$ cat config.mk
export PLATFORM = sky130hd
export DESIGN_NAME = ltc2195_top
export DESIGN_NICKNAME = d
export VERILOG_FILES = /design/src/source/adc_pkg.sv /design/src/source/adc_controller.sv /design/src/source/spi_master.sv /design/src/source/phase_stepper.sv /design/src/source/lane_reorder.sv /design/src/source/ltc2195_top.sv
export SDC_FILE = /design/constraint.sdc
export NUM_CORES = 1
export LEC_CHECK = 0
export BUFFER_PORTS_ARGS = -buffer_cell sky130_fd_sc_hd__buf_2
export CAP_MARGIN = 20
export CORE_AREA = 2 2 132 82
export DETAILED_ROUTE_END_ITERATION = 12
export DIE_AREA = 0 0 134 84
export GPL_ROUTABILITY_DRIVEN = 0
export PLACE_DENSITY = 0.79
export SETUP_SLACK_MARGIN = 0.05
export SLEW_MARGIN = 40
export SYNTH_ARGS = -nofsm -noshare
export SYNTH_HDL_FRONTEND = slang
export SYNTH_SLANG_ARGS = --single-unit
$ cat constraint.sdc
create_clock -name clk_in -period 4.46 [get_ports clk_in]
set_input_delay 0.223 -clock clk_in [delete_from_list [all_inputs] [get_ports clk_in]]
set_output_delay 0.223 -clock clk_in [all_outputs]
set_load 0.1 [all_outputs]
$ cat src/source/adc_pkg.sv
// ADC control shared definitions
package adc_pkg;

	//////////////////////////////////////////////////////////////
	// Host command word
	typedef struct packed {
		logic        trig;  // One-cycle command strobe
		logic [15:0] addr;  // High byte selects the function
		logic [15:0] data;
	} cmd_t;

	localparam logic [7:0] CMD_SPI_SET = 8'h31; // Write one SPI register
	localparam logic [7:0] CMD_PS_SET  = 8'h32; // Set encode phase target

	//////////////////////////////////////////////////////////////
	// SPI word, field view for building, raw view for shifting
	typedef struct packed {
		logic       rw;       // 0 = write
		logic [6:0] reg_addr;
		logic [7:0] reg_data;
	} spi_fields_t;

	typedef union packed {
		spi_fields_t f;
		logic [15:0] raw;
	} spi_word_u;

	// Power-up writes: soft reset, two's complement, two-lane mode
	localparam spi_word_u INIT_REGS [3] = '{16'h0080, 16'h0120, 16'h0200};

	//////////////////////////////////////////////////////////////
	// Clock manager phase shift pins
	typedef struct packed {
		logic psclk;
		logic psen;
		logic psincdec; // 1 = increment
	} ps_ctrl_t;

	typedef struct packed {
		logic done;
		logic locked;
	} ps_stat_t;

	// Deserialized bytes of one frame
	typedef struct packed {
		logic [7:0] d0_a, d0_b, d1_a, d1_b, fr;
	} lane_bytes_t;

	typedef enum logic [1:0] {CTL_WAIT, CTL_SEND, CTL_PULSE, CTL_IDLE} ctl_state_e;

	typedef enum logic [2:0] {
		PS_IDLE, PS_DECIDE, PS_CLK_HI, PS_RELEASE, PS_WAIT, PS_STEP
	} ps_state_e;

endpackage

$ cat src/source/adc_controller.sv
// ADC configuration controller
module adc_controller import adc_pkg::*; #(
	parameter int INIT_WAIT = 255 // Cycles before the first write
) (
	input  logic      clk_in,
	input  logic      rst_in,
	input  cmd_t      cmd,
	input  logic      spi_ready,
	output spi_word_u spi_word,
	output logic      spi_trigger
);

	localparam int CNT_W = $clog2(INIT_WAIT + 1);
	localparam logic [CNT_W-1:0] CNT_LAST = CNT_W'(INIT_WAIT - 1);

	ctl_state_e       state;
	logic [CNT_W-1:0] wait_cnt;  // Power-up delay
	logic [1:0]       init_idx;  // Current INIT_REGS entry

	//////////////////////////////////////////////////////////////
	// Control FSM
	always_ff @(posedge clk_in or posedge rst_in) begin
		if (rst_in) begin
			state       <= CTL_WAIT;
			wait_cnt    <= '0;
			init_idx    <= 2'd0;
			spi_trigger <= 1'b0;
			spi_word    <= '0;
		end else begin
			case (state)
				// Hold off until the ADC has settled
				CTL_WAIT: begin
					if (wait_cnt == CNT_LAST) begin
						spi_word <= INIT_REGS[0];
						state    <= CTL_SEND;
					end else begin
						wait_cnt <= wait_cnt + 1'b1;
					end
				end

				// Word is loaded, fire once the shifter is free
				CTL_SEND: begin
					if (spi_ready) begin
						spi_trigger <= 1'b1;
						state       <= CTL_PULSE;
					end
				end

				// Trigger high this cycle only
				CTL_PULSE: begin
					spi_trigger <= 1'b0;
					if (init_idx < 2'd2) begin
						// Next power-up register
						init_idx <= init_idx + 1'b1;
						spi_word <= INIT_REGS[init_idx + 1'b1];
						state    <= CTL_SEND;
					end else begin
						state <= CTL_IDLE; // Later passes are host writes
					end
				end

				// Host register writes
				CTL_IDLE: begin
					if (cmd.trig && (cmd.addr[15:8] == CMD_SPI_SET)) begin
						spi_word.f.rw       <= 1'b0;           // Write
						spi_word.f.reg_addr <= cmd.addr[6:0];
						spi_word.f.reg_data <= cmd.data[7:0];
						state               <= CTL_SEND;
					end
				end

				default: state <= CTL_IDLE;
			endcase
		end
	end

endmodule

$ cat src/source/spi_master.sv
// SPI write shifter
module spi_master import adc_pkg::*; #(
	parameter int SPI_CLK_DIV = 10 // System cycles per sck half period
) (
	input  logic      clk_in,
	input  logic      rst_in,
	input  spi_word_u word,
	input  logic      trigger,
	output logic      ready,
	output logic      scs,
	output logic      sck,
	output logic      sdo
);

	localparam int DIV_W = (SPI_CLK_DIV > 1) ? $clog2(SPI_CLK_DIV) : 1;
	localparam logic [DIV_W-1:0] DIV_LAST = DIV_W'(SPI_CLK_DIV - 1);
	localparam logic [4:0] N_BITS = 5'd16;

	logic             busy;     // Frame in progress
	logic [15:0]      shreg;    // MSB is on the wire
	logic [DIV_W-1:0] div_cnt;  // Half period divider
	logic [4:0]       bit_cnt;  // Falling edges so far

	assign ready = ~busy;
	assign scs   = ~busy;   // Chip select low for the whole frame
	assign sdo   = shreg[15];

	//////////////////////////////////////////////////////////////
	// Frame sequencer
	always_ff @(posedge clk_in or posedge rst_in) begin
		if (rst_in) begin
			busy    <= 1'b0;
			shreg   <= '0;     // Keeps sdo low when idle
			sck     <= 1'b0;
			div_cnt <= '0;
			bit_cnt <= '0;
		end else if (!busy) begin
			if (trigger) begin
				busy    <= 1'b1;
				shreg   <= word.raw; // First bit out at frame start
				div_cnt <= '0;
				bit_cnt <= '0;
			end
		end else if (div_cnt == DIV_LAST) begin
			div_cnt <= '0;
			if (sck) begin
				// Falling edge, next bit onto sdo
				sck     <= 1'b0;
				shreg   <= {shreg[14:0], 1'b0};
				bit_cnt <= bit_cnt + 5'd1;
			end else if (bit_cnt == N_BITS) begin
				busy <= 1'b0; // Half period after the last fall
			end else begin
				sck <= 1'b1;  // Receiver samples here
			end
		end else begin
			div_cnt <= div_cnt + DIV_W'(1);
		end
	end

endmodule

$ cat src/source/phase_stepper.sv
// Encode phase stepper
module phase_stepper import adc_pkg::*; #(
	parameter int PS_RESET_VALUE  = 256,
	parameter int PS_RESET_TARGET = 380,
	parameter int PS_MIN          = 0,
	parameter int PS_MAX          = 511
) (
	input  logic     clk_in,
	input  logic     rst_in,
	input  cmd_t     cmd,
	input  ps_stat_t ps_stat,
	output ps_ctrl_t ps_ctrl
);

	localparam logic [8:0] VAL_MIN = 9'(PS_MIN);
	localparam logic [8:0] VAL_MAX = 9'(PS_MAX);

	ps_state_e  state;
	logic [8:0] value;   // Current shifter position
	logic [8:0] target;  // Requested position

	//////////////////////////////////////////////////////////////
	// Stepping FSM
	always_ff @(posedge clk_in or posedge rst_in) begin
		if (rst_in) begin
			state   <= PS_DECIDE;   // Walk to the reset target once locked
			value   <= 9'(PS_RESET_VALUE);
			target  <= 9'(PS_RESET_TARGET);
			ps_ctrl <= '0;
		end else begin
			case (state)
				PS_IDLE: begin
					ps_ctrl <= '0;
					if (cmd.trig && (cmd.addr[15:8] == CMD_PS_SET)) begin
						target <= cmd.data[8:0];
						state  <= PS_DECIDE;
					end
				end

				// Pick a direction, or stop at target or limit
				PS_DECIDE: begin
					if (ps_stat.locked) begin
						if ((target > value) && (value < VAL_MAX)) begin
							ps_ctrl.psen     <= 1'b1;
							ps_ctrl.psincdec <= 1'b1; // Up
							state            <= PS_CLK_HI;
						end else if ((target < value) && (value > VAL_MIN)) begin
							ps_ctrl.psen     <= 1'b1;
							ps_ctrl.psincdec <= 1'b0; // Down
							state            <= PS_CLK_HI;
						end else begin
							state <= PS_IDLE;
						end
					end
				end

				PS_CLK_HI: begin
					ps_ctrl.psclk <= 1'b1;
					state         <= PS_RELEASE;
				end

				// psen has now been high for two cycles
				PS_RELEASE: begin
					ps_ctrl.psen  <= 1'b0;
					ps_ctrl.psclk <= 1'b0;
					state         <= PS_WAIT;
				end

				// Keep psclk running until the shift completes
				PS_WAIT: begin
					ps_ctrl.psclk <= ~ps_ctrl.psclk;
					if (ps_stat.done)
						state <= PS_STEP;
				end

				PS_STEP: begin
					ps_ctrl.psclk <= 1'b0;
					value <= ps_ctrl.psincdec ? value + 9'd1 : value - 9'd1;
					state <= PS_DECIDE;
				end

				default: state <= PS_IDLE;
			endcase
		end
	end

endmodule

$ cat src/source/lane_reorder.sv
// ADC lane reorder
module lane_reorder import adc_pkg::*; (
	input  logic               clk_in,
	input  logic               rst_in,
	input  lane_bytes_t        lanes,
	output logic signed [15:0] adc0,
	output logic signed [15:0] adc1,
	output logic        [7:0]  frame
);

	// Two lanes per channel, bits alternate starting from lane a
	function automatic logic signed [15:0] interleave(input logic [7:0] a, input logic [7:0] b);
		logic signed [15:0] s;
		for (int k = 0; k < 8; k++) begin
			s[15 - 2*k] = a[k];
			s[14 - 2*k] = b[k];
		end
		return s;
	endfunction

	always_ff @(posedge clk_in or posedge rst_in) begin
		if (rst_in) begin
			adc0  <= '0;
			adc1  <= '0;
			frame <= '0;
		end else begin
			adc0  <= interleave(lanes.d0_a, lanes.d0_b);
			adc1  <= interleave(lanes.d1_a, lanes.d1_b);
			frame <= lanes.fr; // Frame byte as is
		end
	end

endmodule

$ cat src/source/ltc2195_top.sv
// LTC2195 control core
module ltc2195_top import adc_pkg::*; #(
	parameter int SPI_CLK_DIV     = 10,
	parameter int INIT_WAIT       = 255,
	parameter int PS_RESET_VALUE  = 256,
	parameter int PS_RESET_TARGET = 380,
	parameter int PS_MIN          = 0,
	parameter int PS_MAX          = 511
) (
	input  logic               clk_in,
	input  logic               rst_in,
	input  cmd_t               cmd,
	input  ps_stat_t           ps_stat,
	input  lane_bytes_t        lanes,
	output logic               spi_scs,
	output logic               spi_sck,
	output logic               spi_sdo,
	output ps_ctrl_t           ps_ctrl,
	output logic signed [15:0] adc0,
	output logic signed [15:0] adc1,
	output logic        [7:0]  frame
);

	////////////////////////////////////////////////////////////
	// Configuration path
	spi_word_u spi_word;
	logic      spi_trigger;
	logic      spi_ready;  // Shifter idle

	adc_controller #(.INIT_WAIT(INIT_WAIT)) u_ctrl (
		.clk_in, .rst_in, .cmd, .spi_ready, .spi_word, .spi_trigger
	);

	spi_master #(.SPI_CLK_DIV(SPI_CLK_DIV)) u_spi (
		.clk_in, .rst_in, .word(spi_word), .trigger(spi_trigger), .ready(spi_ready),
		.scs(spi_scs), .sck(spi_sck), .sdo(spi_sdo)
	);

	////////////////////////////////////////////////////////////
	// Encode phase and sample data
	phase_stepper #(
		.PS_RESET_VALUE(PS_RESET_VALUE), .PS_RESET_TARGET(PS_RESET_TARGET),
		.PS_MIN(PS_MIN), .PS_MAX(PS_MAX)
	) u_ps (.clk_in, .rst_in, .cmd, .ps_stat, .ps_ctrl);

	lane_reorder u_lanes (.clk_in, .rst_in, .lanes, .adc0, .adc1, .frame);

endmodule

; ---- Yosys cells after proc, flatten, opt, wreduce, memory -nomap -nowiden
; Index checks and enable logic that the tools add are counted.
[totals]
regBits = 120
in_bits = 77
output_inout_bits = 46
elab_cells = 127
[classes]
addsub = 6
n_lt_le_gt_ge = 6
eq_ne = 23
n_mux = 44
bitwise = 4
n_reduce_logical = 25
[ops]
columns = op, n
row1 = $mux W16, 9
row2 = $pmux W16 S3, 1
row3 = $bmux W16 S2, 1
row4 = $mux W5, 4
row5 = $mux W2, 9
row6 = $pmux W3 S6, 1
row7 = $eq A8 B6 Y1 const B, 2
row8 = $reduce_and A3 Y1, 5
row9 = $mux W4, 3
row10 = $ne A2 B1 Y1 const B, 5
row11 = $reduce_and A2 Y1, 5
row12 = $add A9 B1 Y9 const B, 1
row13 = $gt A9 B1 Y1 const B, 1
row14 = $gt A9 B9 Y1, 1
row15 = $lt A9 B9 Y1, 1
row16 = $lt A9 B9 Y1 const B, 1
row17 = $mux W3, 3
row18 = $mux W9, 1
row19 = $sub A9 B1 Y9 const B, 1
row20 = $add A8 B1 Y8 const B, 1
row21 = $eq A8 B8 Y1 const B, 1
row22 = $ne A2 B2 Y1 const B, 4
row23 = $pmux W2 S4, 1
row24 = $reduce_bool A2 Y1, 4
row25 = 25 further kinds, 42

; ---- Logic depth before layout (Yosys ltp)
; Gate-level depths: netlist of the first run.
[depth]
ltp_word = 7
ltp_mapped = 10
mapped_depth_nobuf = 7

; ---- By module
; Synthesis of the first run repeated with hierarchy kept, for this count alone.
[unflattened]
hier_cells = 445
area_unflattened_um2 = 5582.9
[by_module_without_submodules]
columns = mod, n_inst, cells_per_inst, area_each_um2, seq_area_each_um2
row1 = phase_stepper, 1, 174, 1684.1, 610.6
row2 = spi_master, 1, 114, 1480.2, 675.6
row3 = adc_controller, 1, 116, 1413.9, 700.7
row4 = lane_reorder, 1, 41, 1004.7, 1001.0

; ---- Worst setup path before layout of the first run
; No wires, ideal clock.
[synth_timing]
kind = register to register
start = register u_ps.ps_ctrl[0] (netlist name)
end = register u_ps.value[8]
setup_ns = 0.075
arrival_time_ns = 3.139
required_time_ns = 4.385
setup_slack_ns = 1.246
path_stages_with_launch = 8
n_path_buf = 0
period_less_slack_ns = 3.214
cell_sequence = dfrtp_1 -> inv_1 -> fa_1 -> a211oi_2 -> o21bai_1 -> a2111o_1 -> a2111o_1 -> o211ai_2
[synth_between]
elab_chain_len = 1
[synth_lines]
columns = element, line_no
row1 = $mux W9, phase_stepper.sv:78  ; value <= ps_ctrl.psincdec ? value + 9'd1 : value - 9'd1;
row2 = end signal: assignment, phase_stepper.sv:27  ; value <= 9'(PS_RESET_VALUE);
row3 = end signal: assignment, phase_stepper.sv:78
row4 = end: declaration, phase_stepper.sv:19  ; logic [8:0] value;
; No other way between the ends.
; A chain may end at the register's enable or synchronous reset.

; ---- Worst setup path in the final report of the first run
[layout_timing]
start = register u_ps.ps_ctrl[0] (netlist name)
end = register u_ps.value[8]
[layout_between]
elab_chain_len = 1
[layout_lines]
columns = element, line_no
row1 = $mux W9, phase_stepper.sv:78
; No other way between the ends.

==> results of run 1 <==
-- per-layer routing --
layer	GRT usage (%)	vias to the layer above	routed length [um]
met5	0	-	0
met4	9.28	0	214
met3	6.86	20	687
met2	41.1	126	6560
met1	31.5	2083	5530
li1	-	2004	-
-- timing repair --
action | CTS | global route
endpoints found under the hold margin | 84 | 0
buffers inserted | 0 | 0
hold buffers | 41 | 0
-- final cells by class --
type	count	area (um^2)	area share [%]
Tap cell	139	174	2.45
Timing Repair Buffer	158	1000	14.2
Clock buffer	17	425	6.00
Clock inverter	15	228	3.21
Multi-Input combinational cell	320	2160	30.5
Sequential cell	119	2990	42.2
Inverter	25	101	1.43
-- metrics by stage --
| stage | instances | cell area (um^2) | utilization [%] | hold slack, ns |
|---|---|---|---|---|
| finish | 793 | 7080 | 69.5 | 0.0490 |
| floorplan | 484 | 5330 | - | 0.254 |
| global placement | 720 | 6010 | 59.0 | 0.331 |
| detailed placement | 720 | 6020 | 59.0 | 0.332 |
| global route | 793 | 7080 | 69.5 | 0.0528 |
| CTS | 793 | 7080 | 69.4 | 0.0391 |
-- final timing paths --
path | start | to | slack (ns) | cells past startpoint
min | cmd[22] | u_ctrl.spi_word[14]$_DFFE_PP0P_ | 0.05 | 3
max reg2reg | u_ps.ps_ctrl[0]$_DFFE_PP0P_ | u_ps.value[8]$_DFFE_PP1N_ | 1.80 | 7
min reg2reg | u_ctrl.wait_cnt[7]$_DFFE_PP0P_ | u_ctrl.wait_cnt[7]$_DFFE_PP0P_ | 0.48 | 1
min in group asynchronous | rst_in | u_lanes.adc0[1]$_DFF_PP0_ | 0.45 | 3
max in group asynchronous | rst_in | u_ps.target[4]$_DFFE_PP1P_ | 3.10 | 4
max | u_ps.ps_ctrl[0]$_DFFE_PP0P_ | u_ps.value[8]$_DFFE_PP1N_ | 1.80 | 7
-- power by group --
part           switching (W)  internal (W)  total, W
Combinational       0.000862      0.000467   0.00133
Clock               0.000512      0.000993   0.00151
Sequential          0.000212       0.00129   0.00150
Total                0.00159       0.00275   0.00434
-- cells in the mapped netlist, types with 2 or more instances --
library cell,instances
a2111o_1,2
a211oi_1,4
a21o_1,7
a21oi_1,10
a22oi_1,3
a311oi_1,2
a31oi_1,3
and3_1,3
buf_2,6
buf_4,2
clkbuf_1,11
dfrtp_1,111
dfstp_2,8
ha_1,30
inv_1,24
mux2_4,9
mux2i_1,17
nand2_1,70
nand2b_1,5
nand3_1,8
nand4_1,12
nor2_1,21
nor2b_1,6
nor3_1,4
nor3b_1,2
nor4_1,4
o21ai_0,21
o21ai_1,32
o21bai_1,3
o22ai_1,2
o31ai_1,2
or3_1,2
or4_1,2
xnor2_1,8
xor2_1,8
-- state kept, by name, summed over array words and instances, names as in the netlist, 2 cells and up --
| register | count |
|---|---|
| u_lanes.frame | 8 |
| u_spi.shreg | 16 |
| u_spi.div_cnt | 4 |
| u_lanes.adc0 | 16 |
| u_ps.ps_ctrl | 3 |
| u_spi.bit_cnt | 5 |
| u_ctrl.state | 2 |
| u_ps.value | 9 |
| u_ctrl.spi_word | 15 |
| u_lanes.adc1 | 16 |
| u_ps.state | 3 |
| u_ps.target | 9 |
| u_ctrl.wait_cnt | 8 |
| u_ctrl.init_idx | 2 |
-- cells by family after synthesis --
logic type               synth area share (%)
buffers and inverters                    3.45
XOR/XNOR                                 2.63
flip-flops                               56.0
AND/OR/NAND/NOR                          12.9
AO/OA/AOI/OAI                            11.7
adder cells (fa/ha/maj)                  7.41
multiplexers                             5.93
-- tightest hold or removal path, stage by stage --
cell and delay, ns:
buf_2 0.10, nand2_1 0.05, o21ai_1 0.05
==> summary.txt, run 1 <==
Floorplanning
  • Die area: 11300 um^2
  • Ports: 123
  • Width of the die: 134 um
  • CORE AREA: 10200 um^2
  • Initial Util: 52.3%
  • Die height: 84 um
  • Row count: 29

Clock network
  • Number of gates resized after CTS: 0
  • CTS Root Cell: clkbuf_16
  • Worst-skew pair later-pin latency: 0.41 ns
  • CTS tree: done
  • Clock transition at path regs: 0.06 ns
  • CTS max path bufs: 2
  • CTS sink cnt: 119
  • TritonCTS Buffers: 17
  • Htree depth: 4

Worst setup path
  • Worst Path Arrival: 3.00 ns
  • CP max stage delay: 0.54 ns
  • Slowest cell on the critical path: fa_1
  • Crit path capture type: flop
  • Worst setup SP type: flop
  • Crit path cell chain: inv_1 -> fa_1 -> a211oi_2 -> o21bai_1 -> a2111o_1 -> a2111o_1 -> o211ai_2
  • Worst-path maximum fanout: 10
  • Worst EP required: 4.80 ns
  • Bufs and invs on worst path: 1
  • CP top delay family: compound AO/OA/AOI/OAI gates
  • Critical path class: flop to flop
  • CP most frequent cell: a2111o_1

Drt
  • Vias per inst: 5.34
  • Antenna Nets Post-Route: 0
  • Initial drt markers: 292
  • Routed Wire Length: 13000 um
  • Post-DR wirelength/cell: 16.4 um
  • Routed via count: 4233
  • Post-route DRC violation count: 0
  • Detailed Routing Iterations Pass 1: 5

Finish
  • Syn-to-layout area delta: 32.8%
  • Commonest cells after routing, fill and taps aside: buf_2 (114), dfrtp_1 (110), nand2_1 (70)
  • Diodes inserted: 0
  • Layout fillers: 687
  • Commonest non-fill, non-tap cell in the layout: buf_2
  • Layout cells sized above 1: 26.6%
  • Final net count: 749

Synth
  • Post-synth top area cell: dfrtp_1
  • Largest cells by area after synthesis: dfrtp_1 (52%), ha_1 (7.0%), nand2_1 (4.9%)
  • FF+latch count, synth: 119
  • Avg Cell Area, Syn: 11.0 um^2
  • Register area share after synthesis: 56.0%
  • Share of the synthesized area in the top cell type: 52.1%
  • Syn Nets: 592
  • Ys Warns: 0
  • Netlist cell types: 55
  • Syn Std Cell Area: 5330 um^2
  • EDFF count, synth: 0
  • Async SR Flop Fraction: 100%
  • Cells after synthesis: 484
  • Ys flop type: dfrtp_1

Pwr
  • Power Density: 612 nW/um^2
  • LEAKAGE: 3.45 nW
  • Peak supply drop: 0.000433 V
  • Total Power: 0.00434 W

Placement
  • Port bufs: 114
  • Worst slack, placed: 1.82 ns
  • DPL Wire Length: 8260 um

Timing
  • Fin crit period: 2.66 ns
  • Worst Tran Pin Value: 0.660 ns
  • Setup violators final: 0
  • Final critical-path setup slack: 1.80 ns
  • F_max: 376 MHz
  • Slew Viols, Final: 0
  • Rel. slew slack: 54.8%
  • Crit share post-route: 59.7%
  • Clock Skew: 0.00602 ns
  • Setup TNS: 0 ns
  • Unrepaired setup endpoints after global routing: false
  • Final Hold Viols: 0

Hold path
  • Tightest Hold Check Type: primary input to flop

Outcome
  • Status: finished clean

Global routing
  • Grt ovf: 0
  • First-pass GRT wire length: 21700 um
  • Total GRT Usage: 24.9%
  • Initial antenna violation count: 0
  • Vias in the first global route: 4402
  • Largest net degree at the start of global routing: 88

Job
  • Max-cap violation count: 0
(Power assumes the default switching activity.)
==> run 2: changes to the inputs <==
CORE_AREA = 2 2 138 86   (was 2 2 132 82)
DIE_AREA = 0 0 140 88   (was 0 0 134 84)
PLACE_DENSITY = 0.76   (was 0.79)
clock period = 2.4 ns   (was 4.46 ns; I/O delays follow)
==> summary.txt, run 2 (synthesis gave the netlist of run 1 again) <==
Floorplanning
  • Die area: 12300 um^2 (+9.5%)
  • Width of the die: 140 um (+4.5%)
  • Row count: 30 (+3.4%)
  • Initial Util: 48.2% (-4.1 points)
  • CORE AREA: 11100 um^2 (+8.6%)
  • Ports: 123 (unchanged)
  • Die height: 88 um (+4.8%)

Finish
  • Layout cells sized above 1: 27.6% (+0.98 points)
  • Final net count: 773 (+3.2%)
  • Design area: 7350 um^2 (+3.8%)
  • Largest regs: u_lanes.adc0 (16), u_lanes.adc1 (16), u_spi.shreg (16)
  • Diodes inserted: 0 (unchanged)
  • Layout Utilization: 66.4% (-3.1 points)
  • Layout fillers: 803 (+17%)
  • Syn-to-layout area delta: 37.9%
  • Commonest non-fill, non-tap cell in the layout: buf_2
  • Commonest cells after routing, fill and taps aside: buf_2 (114), dfrtp_1 (110), nand2_1 (70)

Clock network
  • Worst-skew pair later-pin latency: 0.42 ns (about the same)
  • TritonCTS Buffers: 17 (unchanged)
  • CTS tree: done
  • CTS max path bufs: 2 (unchanged)
  • Clock transition at path regs: 0.06 ns (about the same)
  • Htree depth: 4 (unchanged)
  • CTS sink cnt: 119 (unchanged)
  • CTS Root Cell: clkbuf_16

Timing
  • Final Hold Viols: 0 (unchanged)
  • Clock Skew: 0.00654 ns (+0.000512 ns)
  • Crit share post-route: 93.8% (+34 points)
  • Slew Viols, Final: 0 (unchanged)
  • F_max: 444 MHz (+18%)
  • Rel. slew slack: 55.0% (+0.20 points)
  • Worst Tran Pin Value: 0.674 ns (+0.0141 ns)
  • Final critical-path setup slack: 0.149 ns (-1.65 ns)
  • Fin crit period: 2.25 ns (-0.411 ns)
  • Unrepaired setup endpoints after global routing: false
  • Setup violators final: 0 (unchanged)

Drt
  • Post-route DRC violation count: 1 (+1)
  • Routed Wire Length: 12700 um (-1.9%)
  • Routed via count: 4249 (+0.38%)
  • Detailed Routing Iterations Pass 1: 11 (+6)
  • Post-DR wirelength/cell: 15.5 um (-5.4%)
  • Vias per inst: 5.17 (-3.2%)
  • Initial drt markers: 271 (-7.2%)
  • Antenna Nets Post-Route: 0 (unchanged)

Worst setup path
  • Worst EP required: 2.75 ns (-2.05 ns)
  • Reg2Reg Depth: 8 (+1)
  • Flop2flop setup slack: 0.15 ns (-1.65 ns)
  • Worst setup startpoint: u_ps.ps_ctrl[0]$_DFFE_PP0P_
  • Worst-path maximum fanout: 4 (-6)
  • Slowest cell on the critical path: a2111o_1
  • Critical path class: flop to flop
  • CP most frequent cell: a2111o_1
  • Crit path to: u_ps.value[8]$_DFFE_PP1N_
  • Crit path cell chain: clkinvlp_4 -> buf_4 -> ha_4 -> a211oi_4 -> o21bai_2 -> a2111o_1 -> a2111o_1 -> o211ai_2
  • Crit path capture type: flop
  • CP max stage delay: 0.39 ns (-0.15 ns)
  • Worst setup SP type: flop
  • Worst r2r src: u_ps.ps_ctrl[0]$_DFFE_PP0P_
  • Worst Path Arrival: 2.60 ns (-0.40 ns)
  • Worst reg2reg endpoint: u_ps.value[8]$_DFFE_PP1N_

Hold path
  • Tightest Hold Check Type: primary input to flop

Global routing
  • Grt ovf: 0 (unchanged)
  • Largest net degree at the start of global routing: 120 (+36%)
  • Vias in the first global route: 4260 (-3.2%)
  • Total GRT Usage: 21.9% (-3.0 points)
  • First-pass GRT wire length: 20900 um (-3.6%)
  • Initial antenna violation count: 0 (unchanged)

Pwr
  • LEAKAGE: 3.56 nW (+3.0%)
  • Power Density: 1120 nW/um^2 (+82%)
  • Total Power: 0.00821 W (+89%)
  • Peak supply drop: 0.000562 V (+30%)

Outcome
  • Status: complete, but fails checks
  • Failing checks: DRC

Placement
  • Area after DPL: 6110 um^2 (+1.6%)
  • Port bufs: 114 (unchanged)
  • Worst slack, placed: 0.148 ns (-1.68 ns)
  • DPL Wire Length: 8000 um (-3.1%)

Job
  • Max-cap violation count: 0 (unchanged)
==> run 2: cell count changes in the layout (fill, tap and decap cells not counted), sizes merged <==
cell	before	now
clkbuf	17	18
clkinv	4	3
buf	117	126
inv	26	25
clkinvlp	5	6
dlygate4sd3	41	56
==> run 2: report_power, final <==
| part | internal [W] | switching (W) |
|---|---|---|
| combinational | 0.000967 | 0.00164 |
| sequential | 0.00240 | 0.000389 |
| clock | 0.00185 | 0.000959 |
==> run 2: layer usage <==
metal	wire length (um)	up-vias	GRT usage, %	part of all wire, %
met5	0	-	0	0
met4	285	0	9.27	2.2
met3	553	25	5.63	4.3
met2	5990	114	35.6	47
met1	5910	2065	28.6	46
li1	-	2045	-	-
==> run 2: through the flow <==
step	TNS, ns	hold slack (ns)	instances
4_1_cts	0	0.00523	820
3_3_place_gp	0	0.228	732
6_report	0	0.0110	822
2_1_floorplan	-0.441	0.151	484
5_1_grt	0	0.0447	822
3_5_place_dp	0	0.229	732
==> run 2: repair_timing <==
action / in CTS / in global routing
hold buffers: 56 / 0
buffers inserted: 0 / 2
endpoints found under the setup margin: 0 / 1
resized for setup: 0 / 2
hold endpoints to repair: 172 / 0
==> run 2: how the worst min path moves through the flow <==
stage               from                        endpoint  slack [ns]  cells after the start
3_5_place_dp   lanes[17]      u_lanes.adc1[13]$_DFF_PP0_        0.23                      1
4_1_cts          cmd[16]  u_ctrl.spi_word[8]$_DFFE_PP0P_       0.005                      3
5_1_grt          cmd[16]  u_ctrl.spi_word[8]$_DFFE_PP0P_        0.04                      3
6_report         cmd[16]  u_ctrl.spi_word[8]$_DFFE_PP0P_        0.01                      3
3_3_place_gp   lanes[20]       u_lanes.adc1[7]$_DFF_PP0_        0.23                      1
2_1_floorplan  lanes[31]       u_lanes.adc0[0]$_DFF_PP0_        0.15                      0
==> run 2: area by class of cell <==
cell class | instances | area [um^2] | area share [%]
Timing Repair Buffer | 182 | 1230 | 16.8
Sequential cell | 119 | 2990 | 40.7
Multi-Input combinational cell | 320 | 2200 | 29.9
Clock inverter | 14 | 224 | 3.05
Clock buffer | 18 | 429 | 5.84
Tap cell | 144 | 180 | 2.45
Inverter | 25 | 101 | 1.38
==> run 2: critical path: cells and delay by family (launching register included) <==
family / cells / cell delay (ns)
fa+ha+maj: 1 / 0.26
buf+inv: 2 / 0.30
compound gates: 5 / 1.24
flops: 1 / 0.38
==> run 3: changes to the inputs <==
CORE_AREA = 2 2 99 101   (was 2 2 138 86)
DIE_AREA = 0 0 101 103   (was 0 0 140 88)
PLACE_DENSITY = 0.84   (was 0.76)
REMOVE_ABC_BUFFERS = 1   (was not set)
clock period = 2.75 ns   (was 2.4 ns; I/O delays follow)
==> summary.txt, run 3 (synthesis gave the netlist of run 1 again) <==
Timing
  • Slew Viols, Final: 0 (unchanged)
  • WHS: 0.111 ns (+0.100 ns)
  • Rel. slew slack: 51.0% (-4.1 points)
  • Crit share post-route: 92.3% (-1.5 points)
  • Unrepaired setup endpoints after global routing: false
  • Final Hold Viols: 0 (unchanged)
  • Final critical-path setup slack: 0.211 ns (+0.0620 ns)
  • Clock Skew: 0.0113 ns (+0.00472 ns)
  • Fin crit period: 2.54 ns (+0.288 ns)
  • Setup violators final: 0 (unchanged)
  • Worst Tran Pin Value: 0.736 ns (+0.0612 ns)
  • F_max: 394 MHz (-11%)

Finish
  • Area of the multi-input gates: 2160 um^2 (-1.5%)
  • Commonest cells after routing, fill and taps aside: buf_2 (114), dfrtp_1 (111), nand2_1 (70)
  • Diodes inserted: 0 (unchanged)
  • Commonest non-fill, non-tap cell in the layout: buf_2
  • Final net count: 772 (-0.13%)
  • Layout cells sized above 1: 26.1% (-1.4 points)
  • Reg area: 2990 um^2 (about the same)
  • Layout fillers: 571 (-29%)
  • Syn-to-layout area delta: 34.6%
  • Largest regs: u_lanes.adc0 (16), u_lanes.adc1 (16), u_spi.shreg (16)
  • Layout Utilization: 75.9% (+9.5 points)

Drt
  • Post-route DRC violation count: 0 (-1)
  • Vias per inst: 5.79 (+12%)
  • Initial drt markers: 324 (+20%)
  • Post-DR wirelength/cell: 19.2 um (+24%)
  • Antenna Nets Post-Route: 0 (unchanged)
  • Routed Wire Length: 15200 um (+19%)
  • Routed via count: 4579 (+7.8%)
  • Detailed Routing Iterations Pass 1: 6 (-5)

Floorplanning
  • Initial Util: 56.4% (+8.2 points)
  • Die area: 10400 um^2 (-16%)
  • Ports: 123 (unchanged)
  • Width of the die: 101 um (-28%)
  • Row count: 36 (+20%)
  • CORE AREA: 9460 um^2 (-15%)
  • Die height: 103 um (+17%)

Clock network
  • CTS Root Cell: clkbuf_8
  • TritonCTS Buffers: 17 (unchanged)
  • Worst-skew pair later-pin latency: 0.53 ns (+0.11 ns)
  • Htree depth: 4 (unchanged)
  • CTS max path bufs: 2 (unchanged)
  • CTS tree: done
  • Clock transition at path regs: 0.06 ns (about the same)
  • CTS sink cnt: 119 (unchanged)

Worst setup path
  • Critical path class: flop to flop
  • CP top delay family: compound AO/OA/AOI/OAI gates
  • Crit path capture type: flop
  • Worst EP required: 3.20 ns (+0.45 ns)
  • Worst setup SP type: flop
  • CP most frequent cell: a2111o_1
  • Worst-path maximum fanout: 8 (+4)
  • Slowest cell on the critical path: fa_1
  • Crit path cell chain: inv_1 -> fa_1 -> a211oi_2 -> o21bai_1 -> a2111o_1 -> a2111o_1 -> o211ai_2
  • CP max stage delay: 0.51 ns (+0.12 ns)
  • Bufs and invs on worst path: 1 (-1)
  • Flop2flop setup slack: 0.21 ns (+0.06 ns)
  • Worst Path Arrival: 2.99 ns (+0.39 ns)

Pwr
  • Combinational share of power: 32.5% (+0.7 points)
  • Total Power: 0.00688 W (-16%)
  • LEAKAGE: 3.53 nW (-0.94%)
  • Switching part of the total: 40.0% (+3.6 points)
  • Power Density: 958 nW/um^2 (-14%)
  • Clk network pwr share: 31.7% (-2.5 points)
  • Sequential fraction of design power: 35.8% (+1.8 points)
  • Internal power: 0.00413 W (-21%)
  • Peak supply drop: 0.000528 V (-5.9%)
  • Sw Pwr: 0.00275 W (-8.0%)

Global routing
  • First-pass GRT wire length: 24100 um (+15%)
  • Grt ovf: 0 (unchanged)
  • Vias in the first global route: 4772 (+12%)
  • Largest net degree at the start of global routing: 60 (-50%)
  • Total GRT Usage: 30.6% (+8.7 points)
  • Initial antenna violation count: 0 (unchanged)

Placement
  • Port bufs: 114 (unchanged)
  • DPL Wire Length: 8080 um (+0.93%)
  • Worst slack, placed: 0.238 ns (+0.0898 ns)

Hold path
  • Tightest Hold Check Type: primary input to flop

Outcome
  • Status: finished clean

Job
  • Max-cap violation count: 0 (unchanged)
run 3: cell count changes in the layout (fill, tap and decap cells not counted), sizes merged, moves of 3 or more:
cell / before / now
bufinv: 5 / 1
inv: 25 / 35
dlygate4sd3: 56 / 59
buf: 126 / 122
clkinvlp: 6 / 2
run 3: routing by layer:
layer | track usage (%) | wire length, um
met5 | 0 | 0
met4 | 16.0 | 651
met3 | 5.97 | 644
met2 | 56.8 | 8320
met1 | 33.2 | 5590
run 3: final cells by class:
class	instances	area share (%)
timing repair buffer	181	17.0
tap	114	1.99
clock inverter	15	2.20
clock buffer	17	5.77
inverter	25	1.34
sequential	119	41.6
multi-input combinational	320	30.1
run 3: timing repair:
action / in CTS / in global routing
gates resized for setup: 0 / 0
hold endpoints to repair: 120 / 0
hold buffers: 59 / 0
setup buffers: 0 / 0
run 3: path summary, 6_finish.rpt:
kind	from	end	cells past startpoint
max in group asynchronous	rst_in	u_ps.target[6]$_DFFE_PP1P_	4
min in group asynchronous	rst_in	u_lanes.adc0[13]$_DFF_PP0_	3
min	cmd[28]	u_ctrl.state[1]$_DFFE_PP0P_	4
max reg2reg	u_ps.ps_ctrl[0]$_DFFE_PP0P_	u_ps.value[8]$_DFFE_PP1N_	7
max	u_ps.ps_ctrl[0]$_DFFE_PP0P_	u_ps.value[8]$_DFFE_PP1N_	7
min reg2reg	u_ctrl.spi_word[6]$_DFFE_PP0P_	u_ctrl.spi_word[6]$_DFFE_PP0P_	2
run 3: worst register-to-register path, cell delays in order, from the launching register on:
cell,delay [ns]
dfrtp_1,0.48
inv_1,0.18
fa_1,0.51
a211oi_2,0.26
o21bai_1,0.15
a2111o_1,0.45
a2111o_1,0.38
o211ai_2,0.06
run 3: through the flow:
step | area, um^2 | std cells | setup TNS (ns)
floorplan | 5240 | 464 | -59.66
global placement | 6020 | 700 | 0
detailed placement | 6020 | 700 | 0
CTS | 7180 | 791 | 0
global route | 7180 | 791 | 0
finish | 7180 | 791 | 0
run 3: power by group through the flow:
| stage | combinational, W | sequential, W | clock (W) |
|---|---|---|---|
| 6_report | 0.00224 | 0.00247 | 0.00218 |
| 5_1_grt | 0.00246 | 0.00249 | 0.00228 |
| 4_1_cts | 0.00218 | 0.00242 | 0.00215 |
| 3_5_place_dp | 0.00205 | 0.00244 | 0 |
| 3_3_place_gp | 0.00194 | 0.00241 | 0 |
| 2_1_floorplan | 0.00121 | 0.00276 | 0 |
